## src/source/pcim_defines.svh

```systemverilog
`ifndef PCIM_DEFINES_SVH
`define PCIM_DEFINES_SVH

// host bus and command field widths
`define PCIM_ADDR_W 32
`define PCIM_DATA_W 32
`define PCIM_LEN_W 8
`define PCIM_CNT_W 16

// capacity behind each command link, which is also the producer's starting credit
`define PCIM_FIFO_DEPTH 3
`define PCIM_ENGINE_SLOTS 1

// config register map
`define PCIM_REG_CTRL   32'h0000_0000
`define PCIM_REG_BASE   32'h0000_0004
`define PCIM_REG_LEN    32'h0000_0008
`define PCIM_REG_COUNT  32'h0000_000C
`define PCIM_REG_SEED   32'h0000_0010
`define PCIM_REG_MODE   32'h0000_0014
`define PCIM_REG_STATUS 32'h0000_0018
`define PCIM_REG_ERRS   32'h0000_001C

`endif

```

## src/source/pcim_pkg.sv

```systemverilog
`include "pcim_defines.svh"

package pcim_pkg;

  typedef enum logic {
    op_write,
    op_read
  } pcim_op_e;

  // write_read issues every write first, then reads the same range back
  typedef enum logic [1:0] {
    mode_write,
    mode_read,
    mode_write_read
  } pcim_mode_e;

  typedef enum logic [1:0] {
    atg_idle,
    atg_issue,
    atg_drain
  } pcim_atg_state_e;

  typedef enum logic {
    eng_idle,
    eng_run
  } pcim_eng_state_e;

  // first marks the opening command of a program so the engine can clear its counters
  typedef struct packed {
    pcim_op_e                op;
    logic [`PCIM_ADDR_W-1:0] addr;
    logic [`PCIM_LEN_W-1:0]  len;
    logic [`PCIM_DATA_W-1:0] seed;
    logic                    first;
  } pcim_cmd_t;

endpackage

```

## src/source/pcim_cmd_if.sv

```systemverilog
`timescale 1ns/1ps

// credit based command link
// the producer starts out owning one credit per consumer slot and spends one per valid
// cycle, and the consumer hands a credit back with a one cycle pulse whenever a slot
// frees up, so there is no ready signal and a valid command is always taken
interface pcim_cmd_if import pcim_pkg::*; ();

  logic      valid;
  pcim_cmd_t cmd;
  logic      credit;

  modport producer (
    output valid,
    output cmd,
    input  credit
  );

  modport consumer (
    input  valid,
    input  cmd,
    output credit
  );

endinterface

```

## src/source/pcim_atg.sv

```systemverilog
`timescale 1ns/1ps
`include "pcim_defines.svh"

module pcim_atg import pcim_pkg::*; (
  input  logic                    clk,
  input  logic                    rst_n,
  input  logic [`PCIM_ADDR_W-1:0] cfg_addr,
  input  logic [`PCIM_DATA_W-1:0] cfg_wdata,
  input  logic                    cfg_wr,
  input  logic                    cfg_rd,
  output logic                    cfg_ack,
  output logic [`PCIM_DATA_W-1:0] cfg_rdata,
  pcim_cmd_if.producer            cmd,
  input  logic [`PCIM_CNT_W-1:0]  cmds_done,
  input  logic [`PCIM_CNT_W-1:0]  err_count
);

  localparam int CRED_W = $clog2(`PCIM_FIFO_DEPTH + 1);

  pcim_atg_state_e         state;
  pcim_mode_e              mode_reg;
  pcim_op_e                phase_op;
  logic [`PCIM_DATA_W-1:0] ctrl_reg;
  logic [`PCIM_DATA_W-1:0] seed_reg;
  logic [`PCIM_DATA_W-1:0] cur_seed;
  logic [`PCIM_DATA_W-1:0] rd_val;
  logic [`PCIM_ADDR_W-1:0] base_reg;
  logic [`PCIM_ADDR_W-1:0] cur_addr;
  logic [`PCIM_ADDR_W-1:0] stride;
  logic [`PCIM_LEN_W-1:0]  len_reg;
  logic [`PCIM_CNT_W-1:0]  count_reg;
  logic [`PCIM_CNT_W-1:0]  cmd_idx;
  logic [`PCIM_CNT_W:0]    target;
  logic [CRED_W-1:0]       credits;
  logic [CRED_W-1:0]       avail;
  logic                    busy;
  logic                    start;
  logic                    send;
  logic                    first_pend;
  logic                    phase_done;
  logic                    read_next;

  // --------------------------------------------------
  // config registers
  // --------------------------------------------------
  assign busy  = (state != atg_idle);
  assign start = cfg_wr && !busy && (cfg_addr == `PCIM_REG_CTRL) && cfg_wdata[0] &&
                 (count_reg != '0);

  always_ff @(posedge clk or negedge rst_n) begin
    if (!rst_n) begin
      ctrl_reg  <= '0;
      base_reg  <= '0;
      len_reg   <= '0;
      count_reg <= '0;
      seed_reg  <= '0;
      mode_reg  <= mode_write;
      cfg_ack   <= 1'b0;
    end else begin
      cfg_ack <= cfg_wr || cfg_rd;
      // the program parameters are frozen while a program runs
      if (cfg_wr && !busy) begin
        case (cfg_addr)
          `PCIM_REG_CTRL:  ctrl_reg  <= cfg_wdata;
          `PCIM_REG_BASE:  base_reg  <= cfg_wdata;
          `PCIM_REG_LEN:   len_reg   <= cfg_wdata[`PCIM_LEN_W-1:0];
          `PCIM_REG_COUNT: count_reg <= cfg_wdata[`PCIM_CNT_W-1:0];
          `PCIM_REG_SEED:  seed_reg  <= cfg_wdata;
          `PCIM_REG_MODE:  mode_reg  <= pcim_mode_e'(cfg_wdata[1:0]);
          default: ;
        endcase
      end
    end
  end

  always_comb begin
    case (cfg_addr)
      `PCIM_REG_CTRL:   rd_val = ctrl_reg;
      `PCIM_REG_BASE:   rd_val = base_reg;
      `PCIM_REG_LEN:    rd_val = `PCIM_DATA_W'(len_reg);
      `PCIM_REG_COUNT:  rd_val = `PCIM_DATA_W'(count_reg);
      `PCIM_REG_SEED:   rd_val = seed_reg;
      `PCIM_REG_MODE:   rd_val = `PCIM_DATA_W'(mode_reg);
      `PCIM_REG_STATUS: rd_val = {cmds_done, {(`PCIM_DATA_W-`PCIM_CNT_W-1){1'b0}}, busy};
      `PCIM_REG_ERRS:   rd_val = `PCIM_DATA_W'(err_count);
      default:          rd_val = '0;
    endcase
  end

  always_ff @(posedge clk) begin
    if (cfg_rd) begin
      cfg_rdata <= rd_val;
    end
  end

  // --------------------------------------------------
  // command sequencer
  // --------------------------------------------------
  // a credit spent by the valid now on the link is not yet off the counter
  assign avail  = credits - CRED_W'(cmd.valid);
  assign send   = (state == atg_issue) && (avail != '0);
  assign stride = (`PCIM_ADDR_W'(len_reg) + 1'b1) << 2;

  // the engine counts every command of the program, the read phase included
  assign target = (mode_reg == mode_write_read && phase_op == op_read) ?
                  {count_reg, 1'b0} : {1'b0, count_reg};

  // all credits home means the first command already cleared the engine counters
  assign phase_done = (state == atg_drain) && !cmd.valid &&
                      (credits == CRED_W'(`PCIM_FIFO_DEPTH)) && ({1'b0, cmds_done} == target);
  assign read_next  = phase_done && (mode_reg == mode_write_read) && (phase_op == op_write);

  always_ff @(posedge clk or negedge rst_n) begin
    if (!rst_n) begin
      state      <= atg_idle;
      phase_op   <= op_write;
      cmd_idx    <= '0;
      first_pend <= 1'b0;
      cmd.valid  <= 1'b0;
      credits    <= CRED_W'(`PCIM_FIFO_DEPTH);
    end else begin
      cmd.valid <= send;
      credits   <= credits - CRED_W'(cmd.valid) + CRED_W'(cmd.credit);
      case (state)
        atg_idle: begin
          if (start) begin
            state      <= atg_issue;
            cmd_idx    <= '0;
            first_pend <= 1'b1;
            phase_op   <= (mode_reg == mode_read) ? op_read : op_write;
          end
        end
        atg_issue: begin
          if (send) begin
            cmd_idx    <= cmd_idx + 1'b1;
            first_pend <= 1'b0;
            if (cmd_idx == count_reg - 1'b1) begin
              state <= atg_drain;
            end
          end
        end
        atg_drain: begin
          if (read_next) begin
            state    <= atg_issue;
            phase_op <= op_read;
            cmd_idx  <= '0;
          end else if (phase_done) begin
            state <= atg_idle;
          end
        end
        default: state <= atg_idle;
      endcase
    end
  end

  // command k starts at base + k * (len + 1) * 4 and carries seed + k
  always_ff @(posedge clk) begin
    if (start || read_next) begin
      cur_addr <= base_reg;
      cur_seed <= seed_reg;
    end else if (send) begin
      cur_addr <= cur_addr + stride;
      cur_seed <= cur_seed + 1'b1;
    end
    if (send) begin
      cmd.cmd <= '{op: phase_op, addr: cur_addr, len: len_reg, seed: cur_seed,
                   first: first_pend};
    end
  end

  // a credit returned while every credit is already home would push the counter past the depth
  a_credit_bound: assert property (
    @(posedge clk) disable iff (!rst_n) cmd.credit |-> avail < CRED_W'(`PCIM_FIFO_DEPTH))
    else $error("atg credit counter above fifo depth");

  a_valid_has_credit: assert property (
    @(posedge clk) disable iff (!rst_n) cmd.valid |-> credits != '0)
    else $error("atg sent a command without a credit");

endmodule

```

## src/source/pcim_flop_fifo.sv

```systemverilog
`timescale 1ns/1ps
`include "pcim_defines.svh"

module pcim_flop_fifo import pcim_pkg::*; (
  input  logic         clk,
  input  logic         rst_n,
  pcim_cmd_if.consumer up,
  pcim_cmd_if.producer dn
);

  localparam int DEPTH  = `PCIM_FIFO_DEPTH;
  localparam int PTR_W  = $clog2(DEPTH);
  localparam int FILL_W = $clog2(DEPTH + 1);
  localparam int CRED_W = $clog2(`PCIM_ENGINE_SLOTS + 1);

  pcim_cmd_t         mem [DEPTH];
  logic [PTR_W-1:0]  wr_ptr;
  logic [PTR_W-1:0]  rd_ptr;
  logic [FILL_W-1:0] fill;
  logic [CRED_W-1:0] dn_credits;
  logic              pop;

  // --------------------------------------------------
  // pop side
  // --------------------------------------------------
  // an entry leaves as soon as it is stored and the engine has a free slot
  assign pop      = (fill != '0) && (dn_credits != '0);
  assign dn.valid = pop;
  assign dn.cmd   = mem[rd_ptr];

  // every pop frees an entry, so the generator gets its credit back right away
  assign up.credit = pop;

  // --------------------------------------------------
  // storage and pointers
  // --------------------------------------------------
  always_ff @(posedge clk) begin
    if (up.valid) begin
      mem[wr_ptr] <= up.cmd;
    end
  end

  always_ff @(posedge clk or negedge rst_n) begin
    if (!rst_n) begin
      wr_ptr     <= '0;
      rd_ptr     <= '0;
      fill       <= '0;
      dn_credits <= CRED_W'(`PCIM_ENGINE_SLOTS);
    end else begin
      if (up.valid) begin
        wr_ptr <= (wr_ptr == PTR_W'(DEPTH - 1)) ? '0 : wr_ptr + 1'b1;
      end
      if (pop) begin
        rd_ptr <= (rd_ptr == PTR_W'(DEPTH - 1)) ? '0 : rd_ptr + 1'b1;
      end
      fill       <= fill + FILL_W'(up.valid) - FILL_W'(pop);
      dn_credits <= dn_credits - CRED_W'(pop) + CRED_W'(dn.credit);
    end
  end

  // the generator's credit count must keep it from overrunning the buffer
  a_no_push_full: assert property (
    @(posedge clk) disable iff (!rst_n) up.valid |-> fill != FILL_W'(DEPTH))
    else $error("fifo pushed while full");

  // the pointers must show a stored entry whenever one is handed downstream
  a_no_pop_empty: assert property (
    @(posedge clk) disable iff (!rst_n)
    dn.valid |-> wr_ptr != rd_ptr || fill == FILL_W'(DEPTH))
    else $error("fifo popped while empty");

endmodule

```

## src/source/pcim_beat_engine.sv

```systemverilog
`timescale 1ns/1ps
`include "pcim_defines.svh"

module pcim_beat_engine import pcim_pkg::*; (
  input  logic                    clk,
  input  logic                    rst_n,
  pcim_cmd_if.consumer            cmd,
  output logic                    hst_valid,
  output logic                    hst_write,
  output logic [`PCIM_ADDR_W-1:0] hst_addr,
  output logic [`PCIM_DATA_W-1:0] hst_wdata,
  output logic                    hst_last,
  input  logic                    hst_ready,
  input  logic                    hst_rvalid,
  input  logic [`PCIM_DATA_W-1:0] hst_rdata,
  output logic [`PCIM_CNT_W-1:0]  cmds_done,
  output logic [`PCIM_CNT_W-1:0]  err_count
);

  pcim_eng_state_e         state;
  pcim_op_e                cur_op;
  logic [`PCIM_LEN_W-1:0]  cur_len;
  logic [`PCIM_LEN_W-1:0]  beat_idx;
  logic [`PCIM_LEN_W-1:0]  rsp_idx;
  logic [`PCIM_DATA_W-1:0] cur_seed;
  logic                    accept;
  logic                    beat_fire;
  logic                    rsp_fire;
  logic                    cmd_done;

  assign accept    = (state == eng_idle) && cmd.valid;
  assign beat_fire = hst_valid && hst_ready;
  assign rsp_fire  = (state == eng_run) && (cur_op == op_read) && hst_rvalid;

  // writes finish on the last accepted beat, reads on the last returned word
  assign cmd_done = (state == eng_run) &&
                    ((cur_op == op_write) ? (beat_fire && hst_last) :
                                            (rsp_fire && rsp_idx == cur_len));

  // --------------------------------------------------
  // control and counters
  // --------------------------------------------------
  always_ff @(posedge clk or negedge rst_n) begin
    if (!rst_n) begin
      state      <= eng_idle;
      hst_valid  <= 1'b0;
      hst_last   <= 1'b0;
      beat_idx   <= '0;
      rsp_idx    <= '0;
      cmds_done  <= '0;
      err_count  <= '0;
      cmd.credit <= 1'b0;
    end else begin
      cmd.credit <= cmd_done;
      if (accept) begin
        state     <= eng_run;
        hst_valid <= 1'b1;
        hst_last  <= (cmd.cmd.len == '0);
        beat_idx  <= '0;
        rsp_idx   <= '0;
        if (cmd.cmd.first) begin
          cmds_done <= '0;
          err_count <= '0;
        end
      end
      if (beat_fire) begin
        if (hst_last) begin
          hst_valid <= 1'b0;
        end else begin
          beat_idx <= beat_idx + 1'b1;
          hst_last <= (beat_idx + 1'b1 == cur_len);
        end
      end
      if (rsp_fire) begin
        rsp_idx <= rsp_idx + 1'b1;
        if (hst_rdata != cur_seed + `PCIM_DATA_W'(rsp_idx)) begin
          err_count <= err_count + 1'b1;
        end
      end
      if (cmd_done) begin
        state     <= eng_idle;
        cmds_done <= cmds_done + 1'b1;
      end
    end
  end

  // --------------------------------------------------
  // beat payload
  // --------------------------------------------------
  always_ff @(posedge clk) begin
    if (accept) begin
      cur_op    <= cmd.cmd.op;
      cur_len   <= cmd.cmd.len;
      cur_seed  <= cmd.cmd.seed;
      hst_write <= (cmd.cmd.op == op_write);
      hst_addr  <= cmd.cmd.addr;
      hst_wdata <= cmd.cmd.seed;
    end else if (beat_fire && !hst_last) begin
      hst_addr  <= hst_addr + 3'd4;
      hst_wdata <= hst_wdata + 1'b1;
    end
  end

  // the single engine slot is only offered while the previous command is finished
  a_cmd_when_idle: assert property (
    @(posedge clk) disable iff (!rst_n) cmd.valid |-> state == eng_idle)
    else $error("engine got a command while busy");

  a_beat_hold: assert property (
    @(posedge clk) disable iff (!rst_n)
    hst_valid && !hst_ready |=> hst_valid && $stable(hst_addr) && $stable(hst_wdata))
    else $error("host beat changed before it was accepted");

endmodule

```

## src/source/pcim_mstr.sv

```systemverilog
`timescale 1ns/1ps
`include "pcim_defines.svh"

module pcim_mstr (
  input  logic                    clk,
  input  logic                    rst_n,
  input  logic [`PCIM_ADDR_W-1:0] cfg_addr,
  input  logic [`PCIM_DATA_W-1:0] cfg_wdata,
  input  logic                    cfg_wr,
  input  logic                    cfg_rd,
  output logic                    cfg_ack,
  output logic [`PCIM_DATA_W-1:0] cfg_rdata,
  output logic                    hst_valid,
  output logic                    hst_write,
  output logic [`PCIM_ADDR_W-1:0] hst_addr,
  output logic [`PCIM_DATA_W-1:0] hst_wdata,
  output logic                    hst_last,
  input  logic                    hst_ready,
  input  logic                    hst_rvalid,
  input  logic [`PCIM_DATA_W-1:0] hst_rdata
);

  logic [`PCIM_CNT_W-1:0] cmds_done;
  logic [`PCIM_CNT_W-1:0] err_count;

  pcim_cmd_if atg_to_fifo ();
  pcim_cmd_if fifo_to_eng ();

  // --------------------------------------------------
  // traffic generator, command buffer, beat engine
  // --------------------------------------------------
  pcim_atg atg_i (
    .clk       (clk),
    .rst_n     (rst_n),
    .cfg_addr  (cfg_addr),
    .cfg_wdata (cfg_wdata),
    .cfg_wr    (cfg_wr),
    .cfg_rd    (cfg_rd),
    .cfg_ack   (cfg_ack),
    .cfg_rdata (cfg_rdata),
    .cmd       (atg_to_fifo.producer),
    .cmds_done (cmds_done),
    .err_count (err_count)
  );

  pcim_flop_fifo fifo_i (
    .clk   (clk),
    .rst_n (rst_n),
    .up    (atg_to_fifo.consumer),
    .dn    (fifo_to_eng.producer)
  );

  pcim_beat_engine eng_i (
    .clk        (clk),
    .rst_n      (rst_n),
    .cmd        (fifo_to_eng.consumer),
    .hst_valid  (hst_valid),
    .hst_write  (hst_write),
    .hst_addr   (hst_addr),
    .hst_wdata  (hst_wdata),
    .hst_last   (hst_last),
    .hst_ready  (hst_ready),
    .hst_rvalid (hst_rvalid),
    .hst_rdata  (hst_rdata),
    .cmds_done  (cmds_done),
    .err_count  (err_count)
  );

endmodule

```

## config.mk

```make
export PLATFORM = sky130hd
export DESIGN_NAME = pcim_mstr
export DESIGN_NICKNAME = d
export VERILOG_FILES = /design/src/source/pcim_pkg.sv /design/src/source/pcim_cmd_if.sv /design/src/source/pcim_atg.sv /design/src/source/pcim_flop_fifo.sv /design/src/source/pcim_beat_engine.sv /design/src/source/pcim_mstr.sv
export VERILOG_INCLUDE_DIRS = /design/src /design/src/source
export SDC_FILE = /design/constraint.sdc
export NUM_CORES = 1
export LEC_CHECK = 0
export CAP_MARGIN = 10
export CORE_MARGIN = 2
export CORE_UTILIZATION = 40
export DETAILED_ROUTE_END_ITERATION = 12
export DONT_BUFFER_PORTS = 1
export GPL_ROUTABILITY_DRIVEN = 0
export SETUP_SLACK_MARGIN = 0.02
export SYNTH_ARGS = -nofsm -noshare
export SYNTH_HDL_FRONTEND = slang
export SYNTH_SLANG_ARGS = --single-unit
```

## constraint.sdc

```tcl
create_clock -name clk -period 17.6 [get_ports clk]
set_clock_uncertainty 0.1 [all_clocks]
set_input_delay 2.64 -clock clk [delete_from_list [all_inputs] [get_ports clk]]
set_output_delay 2.64 -clock clk [all_outputs]
set_load 0.05 [all_outputs]
```

---- Yosys cells after proc, flatten, opt, wreduce, memory -nomap -nowiden ----
Memory sizes are Yosys's and may differ from the RTL's.
Cells that the tools add are included.
cells by class
  eq/ne operators ......................... 24
  reduce and logical (&&, ||, !) cells .... 51
  muxes and demuxes ....................... 52
  bitwise gates (word level) .............. 3
  $add $sub $neg .......................... 20
operators with widths
  kind                                            number
  2-to-1 mux 32 bit                               8
  case mux 32 bit (8 select lines)                1
  2-to-1 mux 16 bit                               10
  == test 32 x 5 -> 1 bit, second input constant  4
  adder 32 x 1 -> 32 bit, second input constant   2
  == test 32 x 4 -> 1 bit, second input constant  2
  adder 16 x 1 -> 16 bit, second input constant   3
  case mux 16 bit (3 select lines)                1
  2-to-1 mux 8 bit                                5
  adder 32 x 3 -> 32 bit, second input constant   1
  adder 32 bit                                    1
  adder 32 x 8 -> 32 bit                          1
  == test 32 x 3 -> 1 bit, second input constant  1
  logical NOT 32 bit                              1
  != test 32 bit                                  1
  logical AND 1 bit                               20
  nonzero test 2 bit                              10
  == test 16 x 17 -> 1 bit                        1
  2-to-1 mux 17 bit                               1
  adder 8 x 1 -> 8 bit, second input constant     2
  == test 16 bit                                  1
  == test 8 bit                                   2
  2-to-1 mux 1 bit                                16
  nonzero test 16 bit                             1
  24 further kinds                                54
storage, ports and cells
  output and inout port bits .............. 100
  RAM bits ................................ 222
  word-level logic and storage cells ...... 190
  register bits after elaboration ......... 481
  memories ................................ 1
memory list
  memory      depth  bits a word  rd ports  clocked after memory_dff  wr ports  line                  RTL
  fifo_i.mem  3      74           1         0                         1         pcim_flop_fifo.sv:16  pcim_cmd_t mem [DEPTH];

---- Longest topological paths before layout ----
  word-level depth ........................ 9
  depth in mapped cells ................... 12

---- Hierarchy ----
A second synthesis with hierarchy kept.
unflattened totals
  cells, all modules ...................... 2634
  area, all modules ....................... 32780.2 sq um
by module, submodules not included
  module            times used  cells each  sequential area each (sq um)  area each (sq um)
  pcim_atg          1           1219        8760.9                        15077.0
  pcim_beat_engine  1           917         4484.3                        9151.3
  pcim_flop_fifo    1           498         6842.8                        8552.0

---- Worst setup path before layout ----
Ideal clock, no wire load.
  kind .................................... register to register
  start ................................... register atg_i.cmd.valid
  end ..................................... memory fifo_i.mem[1][0] (netlist bit) (enable)
  data required time ...................... 16.885 ns
  stages on the path, launching flop included .. 3
  period minus slack after synthesis ...... 6.625 ns
  setup time .............................. 0.615 ns
  path slack .............................. 10.975 ns
  arrival time ............................ 5.910 ns
  cells stage by stage .................... dfrtp_1 > inv_1 > nor3b_1
between the ends
  cells in the longest elaborated chain, start to end .. 2
RTL lines
  what                                    line                  RTL
  start: declaration                      pcim_cmd_if.sv:14     output valid,
  start signal: assignment                pcim_atg.sv:122       cmd.valid <= send;
  2-to-1 mux 1 bit                        pcim_flop_fifo.sv:38  if (up.valid) begin
  2-to-1 mux 1 bit (implied by the code)  pcim_flop_fifo.sv:39  mem[wr_ptr] <= up.cmd;
  end: declaration                        pcim_flop_fifo.sv:16
Every way passes these cells.

---- Worst setup path in the final report ----
  start ................................... input port cfg_addr[9]
  end ..................................... register atg_i.cur_addr[5], data pin
between the ends
  cells in the longest elaborated chain, start to end .. 6
RTL lines
  what                            line             RTL
  start: declaration              pcim_mstr.sv:7   input logic [`PCIM_ADDR_W-1:0] cfg_addr,
  logical NOT 32 bit (no line)    --
  logical AND 1 bit (3 in a row)  pcim_atg.sv:47   assign start = cfg_wr && !busy && (cfg_addr == `PCIM_REG_CTRL) && cfg_wdata[0] &&
  logical OR 1 bit                pcim_atg.sv:158  if (start || read_next) begin
  2-to-1 mux 32 bit               pcim_atg.sv:158
  end signal: assignment          pcim_atg.sv:159  cur_addr <= base_reg;
  end signal: assignment          pcim_atg.sv:162  cur_addr <= cur_addr + stride;
  end: declaration                pcim_atg.sv:28   logic [`PCIM_ADDR_W-1:0] cur_addr;
Every way passes these cells.
A chain may end at the register's enable or synchronous reset.

==> impl_metrics.tcl <==
set metrics [dict create \
    drv_cap 0 \
    power.density_mw_per_mm2 101 \
    clk_latency_ns 0.62 \
    crit_path_end_kind "register" \
    final_area_mm2 0.0359 \
    track_usage 0.194 \
    coreArea_mm2 0.0803 \
    avgSynthCellArea_um2 12.7 \
    grt_overflow 0 \
    total_power_uw 3640 \
    cp_data_required_time_ns 17.86 \
    crit_fanout 105 \
    fin_nets 2665 \
    port-buffer-count 0 \
    cts_tree "built" \
    cts_resized 0 \
    fp.dieW_um 288 \
    synthTopCellsByCount "498 x edfxtp_1, 268 x nand2_1, 202 x dfrtp_1" \
    dr.first_iter.drc_count 1614 \
    synth.top_cell.area_share 0.462 \
    synthToLayoutAreaGrowth_pct 11.1 \
    grt_max_degree 206 \
    crit_type "in2reg" \
    clk_pin_slew_ns 0.06 \
    n_fill_cell 7073 \
    startpoint_type "input port" \
    initial_core_util 0.403 \
    routed_wl_um 81200 \
    layout-drive-gt1-share 0.123 \
    die_area_mm2 0.0831 \
    max_freq_mhz 168 \
    largest_reg_flops 222 \
    dp_slack_ns 10.98 \
    clock_sinks 703 \
    hold_path_class "reg2reg" \
    worst_pin_slew_ns 1.10 \
    layout_setup_ws_ns 11.63 \
    routed.top_layer "met4" \
    yosysMostFrequentCell "edfxtp_1" \
    ys_types 84 \
    regMostFlops "fifo_i.mem" \
    post-route-period-util 0.339 \
    drcViolationCount 0 \
    grt_pass1_wl_um 124000 \
    ant_nets 0 \
    cts_buffers 75 \
    root_buffer "clkbuf_16" \
    hpwlAfterDp_um 56900 \
    num_vias 20556 \
    leakagePower_uw 0.0118 \
    rows 104 \
    antenna_found_initial 3 \
    status "completed" \
    peakVddDrop_mv 0.0710 \
    drt-pass1-iter-count 6 \
    arrival_ns 6.23 \
    placed_area_mm2 0.0334 \
    ys_async_sr_fraction 0.292 \
    met1Wirelength_um 36600 \
    dieHeight_um 288 \
    hold_violations 0 \
    wl_met2_um 37700 \
    reg_top3 "fifo_i.mem (222), atg_i.cmd.cmd (74)" \
    tns_ns 0 \
    ys_seq_area_frac 0.621 \
    hold_ws_ns 0.327 \
    hold_buffers 0 \
    syn_inst 2543 \
    wl_met3_um 4640 \
    synth_edf_count 498 \
    synth_area_leaders "edfxtp_1 46%, dfrtp_1 16%, mux2_2 4.6%" \
    maxSlewHeadroom 0.266 \
    syn_area_mm2 0.0323 \
    ys_warn_count 0 \
    viasPerCell 5.63 \
    postCtsSetupBuffers 0 \
    post-route-min-period_ns 5.97 \
    htree_levels 3 \
    slew_viol_final 0 \
    syn_nets 2678 \
    yosys.area.top_type "edfxtp_1" \
    grt_pass1_vias 20166 \
    synth-main-ff-cell "edfxtp_1" \
    ys_ff_latch 703 \
    cts_max_path_buffers 3 \
    rsz0062_at_grt "false" \
    ios 202 \
    setup_viol 0 \
    wl_per_cell_um 22.2 \
]
-- per-layer routing --
metal | global-route usage | vias to the layer above
li1 | - | 9502
met1 | 0.276 | 10307
met2 | 0.303 | 625
met3 | 0.0319 | 122
met4 | 0.0654 | 0
met5 | 0 | -
-- through the flow --
step | std cells | util
global route | 3652 | 0.448
detailed placement | 3513 | 0.416
CTS | 3652 | 0.448
finish | 3653 | 0.448
floorplan | 2543 | -
global placement | 3513 | 0.416
-- critical path: stages --
cell,delay [ns]
nor4_1,0.31
nand4_1,0.22
nor3_1,0.40
nor3b_2,0.25
buf_4,0.42
nand4_1,0.28
o31ai_4,0.12
buf_4,0.33
buf_4,0.81
mux2_2,0.42
-- cells by family (layout without fill, tap and decap cells) --
| logic type | count (synthesis) | count (layout) | share of synthesized area |
|---|---|---|---|
| muxes | 243 | 243 | 0.0804 |
| buffers and inverters | 165 | 214 | 0.0210 |
| and+or+nand+nor | 722 | 722 | 0.108 |
| adders and majority gates | 33 | 33 | 0.0132 |
| AOI/OAI and AO/OA | 443 | 443 | 0.0927 |
| xor gates and xnor gates | 234 | 234 | 0.0634 |
| other | 0 | 1 | 0 |
| DFF | 703 | 703 | 0.621 |
-- worst paths after layout --
check / slack (ns) / startpoint / end / cells after the start
worst min register to register: 0.33 / eng_i.cmd.credit / fifo_i.dn_credits / 1
worst max register to register: 13.02 / atg_i.phase_op / atg_i.cur_addr[5] / 9
max in group asynchronous: 15.22 / rst_n / atg_i.count_reg[11] / 0
min in group asynchronous: 1.68 / rst_n / atg_i.ctrl_reg[29] / 0
worst max-delay path: 11.63 / cfg_addr[9] / atg_i.cur_addr[5] / 10
worst min-delay path: 0.33 / eng_i.cmd.credit / fifo_i.dn_credits / 1
-- where the power goes --
group	internal, uW	total, uW	switching, uW
clock	941	1590	648
sequential	1780	1820	42.5
combinational	103	238	134
total	2820	3640	824
-- placed cells by master (no fill, tap or decap), drive strengths merged, types with 35 or more instances in the layout --
master / instances
edfxtp: 498
nand2: 268
dfrtp: 202
o21ai: 185
mux2: 135
nor2: 124
xnor2: 123
xor2: 111
clkbuf: 111
mux2i: 108
nand3: 92
a21oi: 53
nand4: 53
and3: 51
inv: 51
a211oi: 35
nor3: 35
-- layout make-up --
type	instances	area, um2	area share
timing repair buffer	26	195	0.00543
antenna	1	2.50	0.0000696
inverter	49	185	0.00515
clock buffer	111	2190	0.0608
multi-input combinational	1675	11600	0.324
sequential	703	20100	0.559
clock inverter	28	313	0.00871
tap	1060	1330	0.0369
Power figures use the tool's default switching activity.
